**src/hdl/motion_consts.svh**
```systemverilog
`ifndef MOTION_CONSTS_SVH
`define MOTION_CONSTS_SVH

// Move buffer geometry, depth is also the credit count after reset
`define MOVE_BUFFER_DEPTH 4
`define MOVE_BUFFER_BITS 2

// CLK cycles per DDA tick, minus one
`define CLK_DIVISOR_DEFAULT 8'd3

// Header codes in the top byte of a word
`define CMD_COORDINATED_STEP 8'h01
`define CMD_MOTOR_ENABLE 8'h0a
`define CMD_CLK_DIVISOR 8'h0b
`define CMD_API_VERSION 8'hfe

// Reply bytes for the version command
`define VERSION_MAJOR 8'd0
`define VERSION_MINOR 8'd3
`define VERSION_PATCH 8'd1

`endif

```
**src/hdl/host_pkg.sv**
```systemverilog
`default_nettype none

// Host side of the link: SPI words and how the decoder reads them
package host_pkg;

  typedef logic [63:0] spi_word_t;

  // Header view of a received word
  typedef struct packed {
    logic [7:0]  code;     // Command byte, MSB of the word
    logic [54:0] payload;
    logic        arg0;     // Move direction or enable value
  } cmd_header_t;

  // Position inside a multi-word command
  typedef enum logic [1:0] {
    header,
    duration,
    increment,
    accel
  } decode_state_t;

endpackage

`default_nettype wire

```
**src/hdl/motion_pkg.sv**
```systemverilog
`default_nettype none

// Motion side: queued segments and position values
package motion_pkg;

  // One coordinated move as stored in the move buffer
  typedef struct packed {
    logic               dir;
    logic        [63:0] duration;             // DDA ticks
    logic signed [63:0] increment;            // Added to the accumulator per tick
    logic signed [63:0] increment_increment;  // Acceleration term
  } move_seg_t;

  // Encoder position, 4x counts
  typedef logic signed [63:0] enc_count_t;

endpackage

`default_nettype wire

```
**src/hdl/spi_word_rx.sv**
```systemverilog
`timescale 1ns/10ps
`default_nettype none

module spi_word_rx (
  input  wire logic                CLK,
  input  wire logic                resetn,
  input  wire logic                sck,
  input  wire logic                cs,
  input  wire logic                copi,
  output logic                     cipo,
  input  wire host_pkg::spi_word_t tx_word,
  output host_pkg::spi_word_t      rx_word,
  output logic                     rx_valid
);

  logic [2:0]          sck_q;   // Two sync stages plus one for edge detect
  logic [2:0]          cs_q;
  logic [1:0]          copi_q;
  logic                sck_rise;
  logic                sck_fall;
  logic                cs_fall;
  logic                cs_idle;
  logic [5:0]          bit_cnt;
  logic                last_bit;
  host_pkg::spi_word_t rx_shift;
  host_pkg::spi_word_t tx_shift;
  host_pkg::spi_word_t rx_swapped;
  host_pkg::spi_word_t tx_swapped;

  assign sck_rise = sck_q[1] & ~sck_q[2];
  assign sck_fall = ~sck_q[1] & sck_q[2];
  assign cs_fall  = ~cs_q[1] & cs_q[2];
  assign cs_idle  = cs_q[1];    // CS is active low

  always_ff @(posedge CLK) begin
    if (!resetn) begin
      sck_q  <= 3'b000;
      cs_q   <= 3'b111;
      copi_q <= 2'b00;
    end else begin
      sck_q  <= {sck_q[1:0], sck};
      cs_q   <= {cs_q[1:0], cs};
      copi_q <= {copi_q[0], copi};
    end
  end

  // Least significant byte travels first, each byte MSB first
  always_comb begin
    for (int i = 0; i < 8; i++) begin
      rx_swapped[8*i +: 8]     = rx_shift[8*(7-i) +: 8];
      tx_swapped[8*(7-i) +: 8] = tx_word[8*i +: 8];
    end
  end

  always_ff @(posedge CLK) begin
    if (!resetn) begin
      bit_cnt  <= '0;
      last_bit <= 1'b0;
      rx_valid <= 1'b0;
    end else begin
      last_bit <= 1'b0;
      rx_valid <= last_bit;
      if (cs_idle) begin
        bit_cnt <= '0;                // Deselect restarts framing
      end else if (sck_rise) begin
        bit_cnt  <= bit_cnt + 6'd1;
        last_bit <= (bit_cnt == 6'd63);
      end
    end
  end

  always_ff @(posedge CLK) begin
    if (sck_rise && !cs_idle) begin
      rx_shift <= {rx_shift[62:0], copi_q[1]};
    end
    if (last_bit) begin
      rx_word <= rx_swapped;
    end
  end

  // Reply word is captured as the host selects us
  always_ff @(posedge CLK) begin
    if (!resetn) begin
      tx_shift <= '0;
    end else if (cs_fall) begin
      tx_shift <= tx_swapped;
    end else if (sck_fall && !cs_idle) begin
      tx_shift <= {tx_shift[62:0], 1'b0};
    end
  end

  assign cipo = tx_shift[63];

endmodule

`default_nettype wire

```
**src/hdl/command_decoder.sv**
```systemverilog
`timescale 1ns/10ps
`default_nettype none

`include "motion_consts.svh"

module command_decoder (
  input  wire logic                   CLK,
  input  wire logic                   resetn,
  input  wire logic                   halt,
  input  wire host_pkg::spi_word_t    rx_word,
  input  wire logic                   rx_valid,
  output host_pkg::spi_word_t         tx_word,
  input  wire motion_pkg::enc_count_t enc_count,
  output logic                        push,
  output motion_pkg::move_seg_t       push_seg,
  input  wire logic                   credit_return,
  output logic                        buffer_ready,
  output logic                        enable,
  output logic [7:0]                  clock_divisor
);

  host_pkg::decode_state_t    state;
  host_pkg::cmd_header_t      hdr;
  motion_pkg::enc_count_t     enc_snap;   // Position at the move header
  logic                       move_ok;    // A credit was free at the header
  logic [`MOVE_BUFFER_BITS:0] credits;

  assign hdr          = rx_word;
  assign buffer_ready = (credits != '0);

  always_ff @(posedge CLK) begin
    if (!resetn) begin
      state         <= host_pkg::header;
      tx_word       <= '0;
      push          <= 1'b0;
      move_ok       <= 1'b0;
      enable        <= 1'b0;
      clock_divisor <= `CLK_DIVISOR_DEFAULT;
    end else begin
      push <= 1'b0;
      if (rx_valid) begin
        tx_word <= '0;                  // Zero reply unless set below
        case (state)
          host_pkg::header: begin
            case (hdr.code)
              `CMD_COORDINATED_STEP: begin
                state   <= host_pkg::duration;
                move_ok <= buffer_ready;  // No credit drops the move
              end
              `CMD_MOTOR_ENABLE: enable <= hdr.arg0;
              `CMD_CLK_DIVISOR: clock_divisor <= {hdr.payload[6:0], hdr.arg0};
              `CMD_API_VERSION: begin
                tx_word <= {40'd0, `VERSION_MAJOR, `VERSION_MINOR, `VERSION_PATCH};
              end
              default: ;
            endcase
          end
          host_pkg::duration: begin
            state   <= host_pkg::increment;
            tx_word <= enc_snap;          // Goes out during the increment word
          end
          host_pkg::increment: state <= host_pkg::accel;
          default: begin
            state <= host_pkg::header;
            push  <= move_ok;
          end
        endcase
      end
    end
  end

  // Segment assembly, fields are valid once push rises
  always_ff @(posedge CLK) begin
    if (rx_valid) begin
      case (state)
        host_pkg::header: begin
          if (hdr.code == `CMD_COORDINATED_STEP) begin
            push_seg.dir <= hdr.arg0;
            enc_snap     <= enc_count;
          end
        end
        host_pkg::duration: push_seg.duration <= rx_word;
        host_pkg::increment: push_seg.increment <= rx_word;
        default: push_seg.increment_increment <= rx_word;
      endcase
    end
  end

  // One credit per free buffer slot
  always_ff @(posedge CLK) begin
    if (!resetn) begin
      credits <= `MOVE_BUFFER_DEPTH;
    end else if (halt) begin
      credits <= `MOVE_BUFFER_DEPTH;  // Buffer was flushed
    end else begin
      case ({push, credit_return})
        2'b10:   credits <= credits - 1'b1;
        2'b01:   credits <= credits + 1'b1;
        default: credits <= credits;
      endcase
    end
  end

endmodule

`default_nettype wire

```
**src/hdl/move_buffer.sv**
```systemverilog
`timescale 1ns/10ps
`default_nettype none

`include "motion_consts.svh"

module move_buffer (
  input  wire logic                  CLK,
  input  wire logic                  resetn,
  input  wire logic                  halt,
  input  wire logic                  push,
  input  wire motion_pkg::move_seg_t push_seg,
  input  wire logic                  pop,
  output logic                       seg_avail,
  output motion_pkg::move_seg_t      head_seg,
  output logic                       credit_return
);

  localparam int DEPTH = `MOVE_BUFFER_DEPTH;

  motion_pkg::move_seg_t      slots [DEPTH];
  logic [`MOVE_BUFFER_BITS:0] wr_idx;  // Top bit tells full from empty
  logic [`MOVE_BUFFER_BITS:0] rd_idx;
  logic                       do_push;
  logic                       do_pop;

  assign seg_avail = (rd_idx != wr_idx);
  assign head_seg  = slots[rd_idx[`MOVE_BUFFER_BITS-1:0]];
  assign do_push   = push & ~halt;
  assign do_pop    = pop & seg_avail & ~halt;

  always_ff @(posedge CLK) begin
    if (!resetn) begin
      wr_idx        <= '0;
      rd_idx        <= '0;
      credit_return <= 1'b0;
    end else begin
      credit_return <= do_pop;
      if (halt) begin
        rd_idx <= wr_idx;   // Drop everything queued
      end else begin
        if (do_push) wr_idx <= wr_idx + 1'b1;
        if (do_pop) rd_idx <= rd_idx + 1'b1;
      end
    end
  end

  always_ff @(posedge CLK) begin
    if (do_push) begin
      slots[wr_idx[`MOVE_BUFFER_BITS-1:0]] <= push_seg;
    end
  end

endmodule

`default_nettype wire

```
**src/hdl/dda_step_gen.sv**
```systemverilog
`timescale 1ns/10ps
`default_nettype none

module dda_step_gen (
  input  wire logic                  CLK,
  input  wire logic                  resetn,
  input  wire logic                  halt,
  input  wire logic                  seg_avail,
  input  wire motion_pkg::move_seg_t head_seg,
  input  wire logic [7:0]            clock_divisor,
  output logic                       pop,
  output logic                       step,
  output logic                       dir,
  output logic                       move_done
);

  localparam logic signed [63:0] STEP_THRESHOLD = 64'sh1_0000_0000;

  logic               busy;
  logic [7:0]         clk_cnt;     // CLK cycles left to the next tick
  logic [63:0]        tick_cnt;    // Ticks left in the segment
  logic signed [63:0] increment;
  logic signed [63:0] increment_increment;
  logic signed [63:0] accum;
  logic signed [63:0] accum_sum;
  logic               seg_dir;
  logic               tick;
  logic               finishing;

  assign tick      = busy & (clk_cnt == 8'd0);
  assign finishing = tick & (tick_cnt <= 64'd1);  // Zero duration runs one tick
  assign accum_sum = accum + increment;

  // Next segment is taken on the same edge the current one ends
  assign pop = seg_avail & ~halt & (~busy | finishing);

  always_ff @(posedge CLK) begin
    if (!resetn) begin
      busy      <= 1'b0;
      clk_cnt   <= '0;
      accum     <= '0;
      seg_dir   <= 1'b0;
      step      <= 1'b0;
      dir       <= 1'b0;
      move_done <= 1'b0;
    end else begin
      step <= 1'b0;
      dir  <= seg_dir;        // Delayed to line up with step
      if (halt) begin
        busy  <= 1'b0;
        accum <= '0;
      end else begin
        if (busy) begin
          clk_cnt <= tick ? clock_divisor : clk_cnt - 8'd1;
        end
        if (tick) begin
          if (accum_sum >= STEP_THRESHOLD) begin
            accum <= accum_sum - STEP_THRESHOLD;
            step  <= 1'b1;
          end else begin
            accum <= accum_sum;
          end
        end
        if (finishing) begin
          busy      <= 1'b0;
          move_done <= ~move_done;
        end
        if (pop) begin
          busy    <= 1'b1;
          clk_cnt <= clock_divisor;
          seg_dir <= head_seg.dir;
        end
      end
    end
  end

  // Velocity and tick count of the running segment
  always_ff @(posedge CLK) begin
    if (pop) begin
      tick_cnt            <= head_seg.duration;
      increment           <= head_seg.increment;
      increment_increment <= head_seg.increment_increment;
    end else if (tick) begin
      tick_cnt  <= tick_cnt - 64'd1;
      increment <= increment + increment_increment;
    end
  end

endmodule

`default_nettype wire

```
**src/hdl/quad_encoder.sv**
```systemverilog
`timescale 1ns/10ps
`default_nettype none

module quad_encoder (
  input  wire logic              CLK,
  input  wire logic              resetn,
  input  wire logic              enc_a,
  input  wire logic              enc_b,
  output motion_pkg::enc_count_t count,
  output logic                   fault
);

  logic [2:0] a_q;    // Two sync stages plus previous value
  logic [2:0] b_q;
  logic       a_chg;
  logic       b_chg;
  logic       same;
  logic       count_up;
  logic       count_down;

  assign a_chg = a_q[1] ^ a_q[2];
  assign b_chg = b_q[1] ^ b_q[2];
  assign same  = ~(a_q[1] ^ b_q[1]);

  // A leading B gives 00 10 11 01
  assign count_up   = (a_chg & ~b_chg & ~same) | (b_chg & ~a_chg & same);
  assign count_down = (a_chg & ~b_chg & same) | (b_chg & ~a_chg & ~same);

  always_ff @(posedge CLK) begin
    if (!resetn) begin
      a_q   <= '0;
      b_q   <= '0;
      count <= '0;
      fault <= 1'b0;
    end else begin
      a_q <= {a_q[1:0], enc_a};
      b_q <= {b_q[1:0], enc_b};
      if (count_up) begin
        count <= count + 64'sd1;
      end else if (count_down) begin
        count <= count - 64'sd1;
      end
      if (a_chg && b_chg) begin
        fault <= 1'b1;      // Lost a state, held until reset
      end
    end
  end

endmodule

`default_nettype wire

```
**src/hdl/motion_top.sv**
```systemverilog
`timescale 1ns/10ps
`default_nettype none

module motion_top (
  input  wire logic CLK,
  input  wire logic resetn,
  input  wire logic SCK,
  input  wire logic CS,
  input  wire logic COPI,
  output logic      CIPO,
  input  wire logic ENC_A,
  input  wire logic ENC_B,
  input  wire logic HALTN,
  output logic      STEP,
  output logic      DIR,
  output logic      ENABLE,
  output logic      MOVE_DONE,
  output logic      BUFFER_READY,
  output logic      ENC_FAULT
);

  host_pkg::spi_word_t    rx_word;
  host_pkg::spi_word_t    tx_word;
  logic                   rx_valid;
  motion_pkg::enc_count_t enc_count;
  motion_pkg::move_seg_t  push_seg;
  motion_pkg::move_seg_t  head_seg;
  logic                   push;
  logic                   pop;
  logic                   seg_avail;
  logic                   credit_return;
  logic [7:0]             clock_divisor;
  logic [1:0]             haltn_q;
  logic                   halt;

  always_ff @(posedge CLK) begin
    if (!resetn) begin
      haltn_q <= 2'b11;
    end else begin
      haltn_q <= {haltn_q[0], HALTN};
    end
  end

  assign halt = ~haltn_q[1];

  spi_word_rx u_spi (
    .CLK(CLK), .resetn(resetn),
    .sck(SCK), .cs(CS), .copi(COPI), .cipo(CIPO),
    .tx_word(tx_word), .rx_word(rx_word), .rx_valid(rx_valid)
  );

  command_decoder u_decoder (
    .CLK(CLK), .resetn(resetn), .halt(halt),
    .rx_word(rx_word), .rx_valid(rx_valid), .tx_word(tx_word),
    .enc_count(enc_count),
    .push(push), .push_seg(push_seg), .credit_return(credit_return),
    .buffer_ready(BUFFER_READY), .enable(ENABLE), .clock_divisor(clock_divisor)
  );

  move_buffer u_buffer (
    .CLK(CLK), .resetn(resetn), .halt(halt),
    .push(push), .push_seg(push_seg), .pop(pop),
    .seg_avail(seg_avail), .head_seg(head_seg), .credit_return(credit_return)
  );

  dda_step_gen u_stepgen (
    .CLK(CLK), .resetn(resetn), .halt(halt),
    .seg_avail(seg_avail), .head_seg(head_seg), .clock_divisor(clock_divisor),
    .pop(pop), .step(STEP), .dir(DIR), .move_done(MOVE_DONE)
  );

  quad_encoder u_encoder (
    .CLK(CLK), .resetn(resetn),
    .enc_a(ENC_A), .enc_b(ENC_B),
    .count(enc_count), .fault(ENC_FAULT)
  );

endmodule

`default_nettype wire

```
**config.mk**
```make
export PLATFORM = sky130hd
export DESIGN_NAME = motion_top
export DESIGN_NICKNAME = d
export VERILOG_FILES = /design/src/hdl/host_pkg.sv /design/src/hdl/motion_pkg.sv /design/src/hdl/spi_word_rx.sv /design/src/hdl/command_decoder.sv /design/src/hdl/move_buffer.sv /design/src/hdl/dda_step_gen.sv /design/src/hdl/quad_encoder.sv /design/src/hdl/motion_top.sv
export VERILOG_INCLUDE_DIRS = /design/src /design/src/hdl
export SDC_FILE = /design/constraint.sdc
export NUM_CORES = 2
export LEC_CHECK = 0
export BUFFER_PORTS_ARGS = -buffer_cell sky130_fd_sc_hd__buf_2
export CORE_ASPECT_RATIO = 1.75
export CORE_MARGIN = 2
export CORE_UTILIZATION = 30
export CTS_BUF_LIST = sky130_fd_sc_hd__clkbuf_4 sky130_fd_sc_hd__clkbuf_8
export CTS_CLUSTER_DIAMETER = 200
export DETAILED_ROUTE_END_ITERATION = 12
export SKIP_CTS_REPAIR_TIMING = 1
export SYNTH_ARGS = -nofsm -noshare
export SYNTH_HDL_FRONTEND = slang
export SYNTH_SLANG_ARGS = --single-unit
```
**constraint.sdc**
```tcl
create_clock -name CLK -period 13 [get_ports CLK]
set_input_delay 3.9 -clock CLK [delete_from_list [all_inputs] [get_ports CLK]]
set_output_delay 3.9 -clock CLK [all_outputs]
set_load 0.02 [all_outputs]
```
# Word-level counts from Yosys, hierarchy flattened
# Memories as Yosys holds them, arrays and structs flattened. A register that Yosys moved wholly into a read port is not among the register bits.
# Cells that the tools add are included.
[totals]
memories = 1
ram_bits = 772
in_bits = 8
regBits = 894
output_inout_bits = 7
wordCells = 156
[classes]
mux = 26
n_bitwise = 34
n_eq_ne = 12
n_reduce_logical = 30
n_addsub = 12
magnitude_cmp = 2
[memory_table]
columns = ["memory", "words", "word_bits", "rd", "rd_clocked_by_memory_dff", "write_ports", "line_no", "rtl"]
rows = [
  ["u_buffer.slots", 4, 193, 1, 1, 1, "move_buffer.sv:20", "motion_pkg::move_seg_t slots [DEPTH];"],
]
[op_table]
columns = ["operator", "n"]
rows = [
  ["64-bit two-way mux", 9],
  ["64-bit adder", 2],
  ["64-bit one-hot mux with 2 select lines", 1],
  ["64-bit by 2-bit adder with 64-bit output, second input constant", 1],
  ["64-bit by 34-bit >= comparator with 1-bit output, second input constant", 1],
  ["64-bit by 1-bit less-or-equal comparator with 1-bit output, second input constant", 1],
  ["64-bit by 1-bit subtractor with 64-bit output, second input constant", 1],
  ["64-bit by 2-bit subtractor with 64-bit output, second input constant", 1],
  ["64-bit by 34-bit subtractor with 64-bit output, second input constant", 1],
  ["8-bit two-way mux", 3],
  ["2-bit AND reduction", 9],
  ["1-bit bitwise AND", 16],
  ["8-bit by 4-bit equality test with 1-bit output, second input constant", 2],
  ["1-bit inverter", 12],
  ["3-bit AND reduction", 4],
  ["2-bit nonzero test", 6],
  ["10-bit two-way mux", 1],
  ["3-bit by 1-bit adder with 3-bit output, second input constant", 3],
  ["8-bit by 1-bit equality test with 1-bit output, second input constant", 1],
  ["8-bit equality test, second input constant", 1],
  ["8-bit zero test", 1],
  ["8-bit by 1-bit subtractor with 8-bit output, second input constant", 1],
  ["6-bit by 1-bit adder with 6-bit output, second input constant", 1],
  ["6-bit equality test, second input constant", 1],
  ["other kinds (19)", 36],
]

# Longest topological paths before layout
[depth]
depth_word = 11
mapped_depth = 23
mapped_depth_nobuf = 21

# Cells and area by module
# From an unflattened synthesis, not the netlist that was laid out.
[hier_totals]
hier_cells = 5565
hier_area_um2 = 74295.0
[modules_own_cells]
columns = ["mod", "n_inst", "seq_area_each_um2", "cells_per_inst", "area_each_um2"]
rows = [
  ["move_buffer", 1, 23362.4, 1068, 28627.5],
  ["dda_step_gen", 1, 7307.0, 2315, 20040.5],
  ["command_decoder", 1, 9318.9, 646, 11099.4],
  ["spi_word_rx", 1, 5445.2, 475, 7329.5],
  ["quad_encoder", 1, 1421.4, 1056, 7141.8],
  ["motion_top", 1, 40.0, 5, 56.3],
]

# Least setup slack after synthesis
# OpenSTA, ideal clock, no wires.
[synth_path]
path_type = "flip-flop to flip-flop"
startpoint = "register u_spi.rx_word[61]"
endpoint = "register u_decoder.move_ok"
path_slack_ns = 4.854
path_buffers = 0
period_less_slack_ns = 8.146
setup_ns = 0.122
path_stages_with_launch = 7
required_time_ns = 12.878
arrival_time_ns = 8.024
path_cell_list = "edfxtp_1 > or4_1 > nor2_1 > nand2_1 > nor4_1 > mux2i_1 > nor2b_1"
[synth_via]
elab_chain_cells = 2
[synth_rtl]
columns = ["item", "line_no", "rtl"]
rows = [
  ["from (decl)", "spi_word_rx.sv:12", "output host_pkg::spi_word_t rx_word,"],
  ["from (signal assigned)", "spi_word_rx.sv:77", "rx_word <= rx_swapped;"],
  ["8-bit by 1-bit equality test with 1-bit output", "command_decoder.sv:45", "case (hdr.code)"],
  ["3-bit AND reduction (no line)", "-", ""],
  ["to (signal assigned)", "command_decoder.sv:48", "move_ok <= buffer_ready;"],
  ["to (decl)", "command_decoder.sv:25", "logic move_ok;"],
]
# No other way between the ends.
# A chain may end at the register's enable or synchronous reset.

# Worst setup path after layout
[layout_path]
startpoint = "register u_stepgen.increment[13]"
endpoint = "register u_stepgen.accum[62]"
[layout_via]
elab_chain_cells = 3
elab_cells_between_ends = 4
classes_between = "add/sub: 2; order compare: 1; mux: 1"
[layout_rtl]
columns = ["item", "line_no", "rtl"]
rows = [
  ["from (decl)", "dda_step_gen.sv:22", "logic signed [63:0] increment;"],
  ["from (signal assigned)", "dda_step_gen.sv:81", "increment <= head_seg.increment;"],
  ["from (signal assigned)", "dda_step_gen.sv:85", "increment <= increment + increment_increment;"],
  ["64-bit adder (*)", "dda_step_gen.sv:32", "assign accum_sum = accum + increment;"],
  ["64-bit by 34-bit subtractor with 64-bit output or 64-bit by 34-bit >= comparator with 1-bit output (tied branches)", "dda_step_gen.sv:58, dda_step_gen.sv:57", ""],
  ["64-bit two-way mux (*)", "dda_step_gen.sv:57", "if (accum_sum >= STEP_THRESHOLD) begin"],
  ["to (signal assigned)", "dda_step_gen.sv:58", "accum <= accum_sum - STEP_THRESHOLD;"],
  ["to (signal assigned)", "dda_step_gen.sv:61", "accum <= accum_sum;"],
  ["to (decl)", "dda_step_gen.sv:24", "logic signed [63:0] accum;"],
]
# Mark *: on every way between the ends. The rest lies on a longest branch, timed or not.

==> metrics.md <==
| Metric | Value |
|---|---|
| Worst Hold Path EP | u_spi.rx_word[42] |
| CTS Buf Count | around 220 |
| Die footprint | around 0.24 mm² |
| Worst-Skew Late Latency | ~0.95 ns |
| Port Buf Inserts | 14 |
| Clock Skews | around 0.1 ns |
| H-tree levels | 4 |
| Headroom to the max-slew limit | between 20% and 30% |
| DP Area | around 0.076 mm² |
| Worst Setup Start Kind | flip-flop |
| Setup TNS | 0 ns |
| Total Routed Length | about 170000 µm |
| Worst flop-to-flop path startpoint | u_stepgen.increment[13] |
| Flop2flop setup slack | 6.14 ns |
| I/O Pins | 15 |
| Height of the die | around 650 µm |
| Starting Density | a little under a third |
| Worst path depth | 21 |
| Synth warn | 0 |
| Chip width | around 370 µm |
| Final Cell Area | around 0.08 mm² |
| Seq/Total Area, Yosys | between 60 and 70% |
| Fin crit period | approximately 6.9 ns |
| Worst VDD drop | between 0.15 and 0.2 mV |
| Final setup violation count | 0 |
| Vias | around 42000 |
| Clk sinks | 1668 |
| GRT Util Overall | 13.4% |
| Largest family of logic cells by synthesized area | compound AO/OA/AOI/OAI gates |
| Max clock buf depth | 4 |
| FMAX | approximately 150 MHz |
| Pwr Density | ~140 mW/mm² |
| Drc violations | 0 |
| Antenna violations before repair | 3 |
| Mux cell area share after synthesis | ~7.6% |
| Post-layout util | between 30% and 40% |
| Global-route wire length before repair | between 200000 and 300000 µm |
| Post-synth EDFFs | between 1000 and 1500 |
| CP Buf/Inv Count | 1 |
| Leakage | 27.0 nW |
| Reg-to-Reg End | u_stepgen.accum[62] |
| CTS tree | done |
| Total gr overflow | 0 |
| Outcome | completed |
| Crit-path max cell delay | 0.58 ns |
| Post-Synth Adder-Cell Area | ~3.7% |
| CTS root buffer | clkbuf_8 |
| DP HPWL | about 110000 µm |
| DR vias/cell | ~5.0 |
| Cells on Worst Hold Path | 0 |
| Vias in the first global route | roughly 44000 |
| DRT iter0 DRCs | 2221 |
| Yosys cell types | between 80 and 90 |
| Hold_sp | u_spi.rx_shift[18] |
| Req. time, crit path | between 10 and 15 ns |
| Share of layout cells above drive strength 1 | between 10 and 15% |
| Largest net degree at the start of global routing | ~110 |
| Synth Flop Type | edfxtp_1 |
| Syn Inst Count | 5169 |
| Remaining antenna violation count | 0 |
| Mapped cell area | 0.0719 mm² |
| Synth Area in XOR/XNOR | under 10% |
| RD Place Congestion | ~0.95 |
| Worst Path Max Fanout | 29 |
| Worst Max-Slew Pin Slew | roughly 1.1 ns |
| Max-Cap Viols | 0 |
| Post-synthesis register bit count | approximately 1700 |
| Drt wl/cell | 19.8 µm |
| Core Box Area | 0.238 mm² |
| Slowest CP cell | a21boi_0 |
| CP top delay family | simple AND/OR/NAND/NOR gates |
| CP Cell Sequence | ha_1 -> a21oi_1 -> o211ai_1 -> a21boi_0 -> a2bb2oi_1 -> nand2_1 -> a21boi_0 -> xnor2_1 -> ha_1 -> nand3_1 -> or3_1 -> nor4_1 -> nand4_1 -> nor4_1 -> and4_1 -> nor2_1 -> a41oi_2 -> buf_4 -> nand3_2 -> or4_1 -> a31oi_1 |
| Fin. max-slew vios | 0 |
| Fin. Hold Viols | 0 |
| Worst Path Arrival | about 7.7 ns |
| Tcrit/Tclk final | 52.8% |
| Worst Reg-to-Reg Cells | 21 |
| Clk slew on worst S/H paths | approximately 0.070 ns |
| Pre-antenna DRT Iters | 7 |
| Crit end category | flip-flop |
| Row count | between 200 and 250 |
| Avg Synthesized Cell Area | between 10 and 15 µm² |
| Final nets | 5459 |
| Syn_nets | approximately 5400 |
| Unrepaired setup endpoints after global routing | false |
| Hold Crit Class | flip-flop to flip-flop |
| Simple logic cell fraction of the synthesized area | under 10% |
| Post-synthesis compound-gate area fraction | between 9 and 10% |
| CP Class | flip-flop to flip-flop |
| Post-synth ARST share | 0% |
| Syn-to-layout area delta | 11.5% |
[cell type report]
class                           count  area, µm²
Fill cell                       23300     158000
Sequential cell                  1668      46900
Multi-Input combinational cell   3190      24000
Tap cell                         3107       3890
Clock buffer                      285       3600
Clock inverter                    114        981
Timing Repair Buffer               74        539
Inverter                           83        324
Antenna cell                        1       2.50
[kinds of logic (layout without fill, tap and decap cells)]
kind of cell	Yosys count	after routing
AOI/OAI and AO/OA	1099	1099
xor gates and xnor gates	245	245
adders and majority gates	212	212
buffers and inverters	311	556
DFF	1668	1668
muxes	308	308
other	0	1
and+or+nand+nor	1326	1326
[flip-flops by register name, indices dropped and copies added (netlist names), 6 cells and up, named ones only]
signal,cells
u_stepgen.accum,64
u_decoder.clock_divisor,8
u_decoder.enc_snap,64
u_spi.rx_shift,64
u_stepgen.tick_cnt,64
u_encoder.count,64
u_stepgen.increment_increment,64
u_decoder.tx_word,64
u_spi.bit_cnt,6
u_stepgen.clk_cnt,8
u_decoder.push_seg,193
u_spi.rx_word,64
u_stepgen.increment,64
u_spi.tx_shift,64
u_buffer.slots,772
[where the power goes]
group / internal (mW) / switching [mW]
combinational: 0.713 / 0.872
sequential: 5.81 / 0.0879
clock: 2.17 / 1.94
total: 8.70 / 2.90
[routing by layer]
metal  share of wire, %  track usage [%]  vias up  wire length [µm]
met3                3.0             1.52      397              5090
met2                 56             26.6      816             93800
li1                   -                -    19900                 -
met5                  0                0        -                 0
met4                5.1             6.94        0              8630
met1                 36             13.6    21200             60900
[cells in the mapped netlist, types with 6 or more instances]
cell type | count | share of area, %
edfxtp_1 | 1349 | 56
nand2_1 | 463 | 2.4
a21oi_1 | 329 | 2.3
dfxtp_1 | 319 | 8.9
o21ai_0 | 253 | 1.8
nor2_1 | 245 | 1.3
ha_1 | 208 | 3.6
clkbuf_1 | 194 | 1.0
mux4_2 | 193 | 6.0
nand3_1 | 150 | 1.0
xnor2_1 | 150 | 1.8
a21o_1 | 119 | 1.2
mux2i_1 | 113 | 1.6
xor2_1 | 95 | 1.2
a21boi_0 | 85 | 0.89
inv_1 | 82 | 0.43
nor2b_1 | 79 | 0.69
o211a_1 | 70 | 0.97
nor3_1 | 69 | 0.48
nand4_1 | 57 | 0.50
and2_1 | 50 | 0.43
nor4_1 | 38 | 0.33
and3_1 | 36 | 0.31
o21bai_1 | 34 | 0.35
or3_1 | 32 | 0.28
nand2b_1 | 31 | 0.27
a31oi_1 | 28 | 0.24
a211oi_1 | 26 | 0.27
o21a_1 | 24 | 0.25
buf_1 | 23 | 0.12
o211ai_1 | 18 | 0.19
o31ai_1 | 17 | 0.18
and4_1 | 12 | 0.15
or4_1 | 11 | 0.11
or2_2 | 10 | 0.087
nand3b_1 | 9 | 0.094
a221oi_1 | 8 | 0.097
nand4b_1 | 8 | 0.097
a211o_1 | 7 | 0.085
a221o_1 | 6 | 0.083
buf_2 | 6 | 0.042
o41ai_1 | 6 | 0.073
[worst max path at each step]
stage                                  from                   to
CTS                 u_stepgen.increment[13]  u_stepgen.accum[62]
global route        u_stepgen.increment[13]  u_stepgen.accum[62]
global placement    u_stepgen.increment[13]  u_stepgen.accum[47]
detailed placement  u_stepgen.increment[13]  u_stepgen.accum[62]
finish              u_stepgen.increment[13]  u_stepgen.accum[62]
floorplan                 u_spi.rx_word[61]    u_decoder.move_ok
[cells in the final DEF, fill, tap and decap left out, types with 85 or more instances in the layout]
cell / Yosys / routed
dfxtp_1: 319 / 315
nor2_1: 245 / 244
xor2_1: 95 / 95
nand2_1: 463 / 463
xnor2_1: 150 / 150
mux4_2: 193 / 193
a21o_1: 119 / 119
edfxtp_1: 1349 / 1349
clkbuf_8: 0 / 234
o21ai_0: 253 / 253
a21oi_1: 329 / 329
nand3_1: 150 / 148
a21boi_0: 85 / 85
ha_1: 208 / 206
mux2i_1: 113 / 112
[through the flow]
step | setup WS, ns | power [mW] | hold WS [ns] | instances
2_1_floorplan | 4.85 | 7.26 | 0.386 | 5169
3_3_place_gp | 6.32 | 7.57 | 0.406 | 8122
3_5_place_dp | 6.24 | 7.60 | 0.407 | 8122
4_1_cts | 6.12 | 11.7 | 0.371 | 8521
5_1_grt | 5.66 | 12.1 | 0.384 | 8522
6_report | 6.14 | 11.6 | 0.383 | 8522
(Power assumes the default switching activity.)
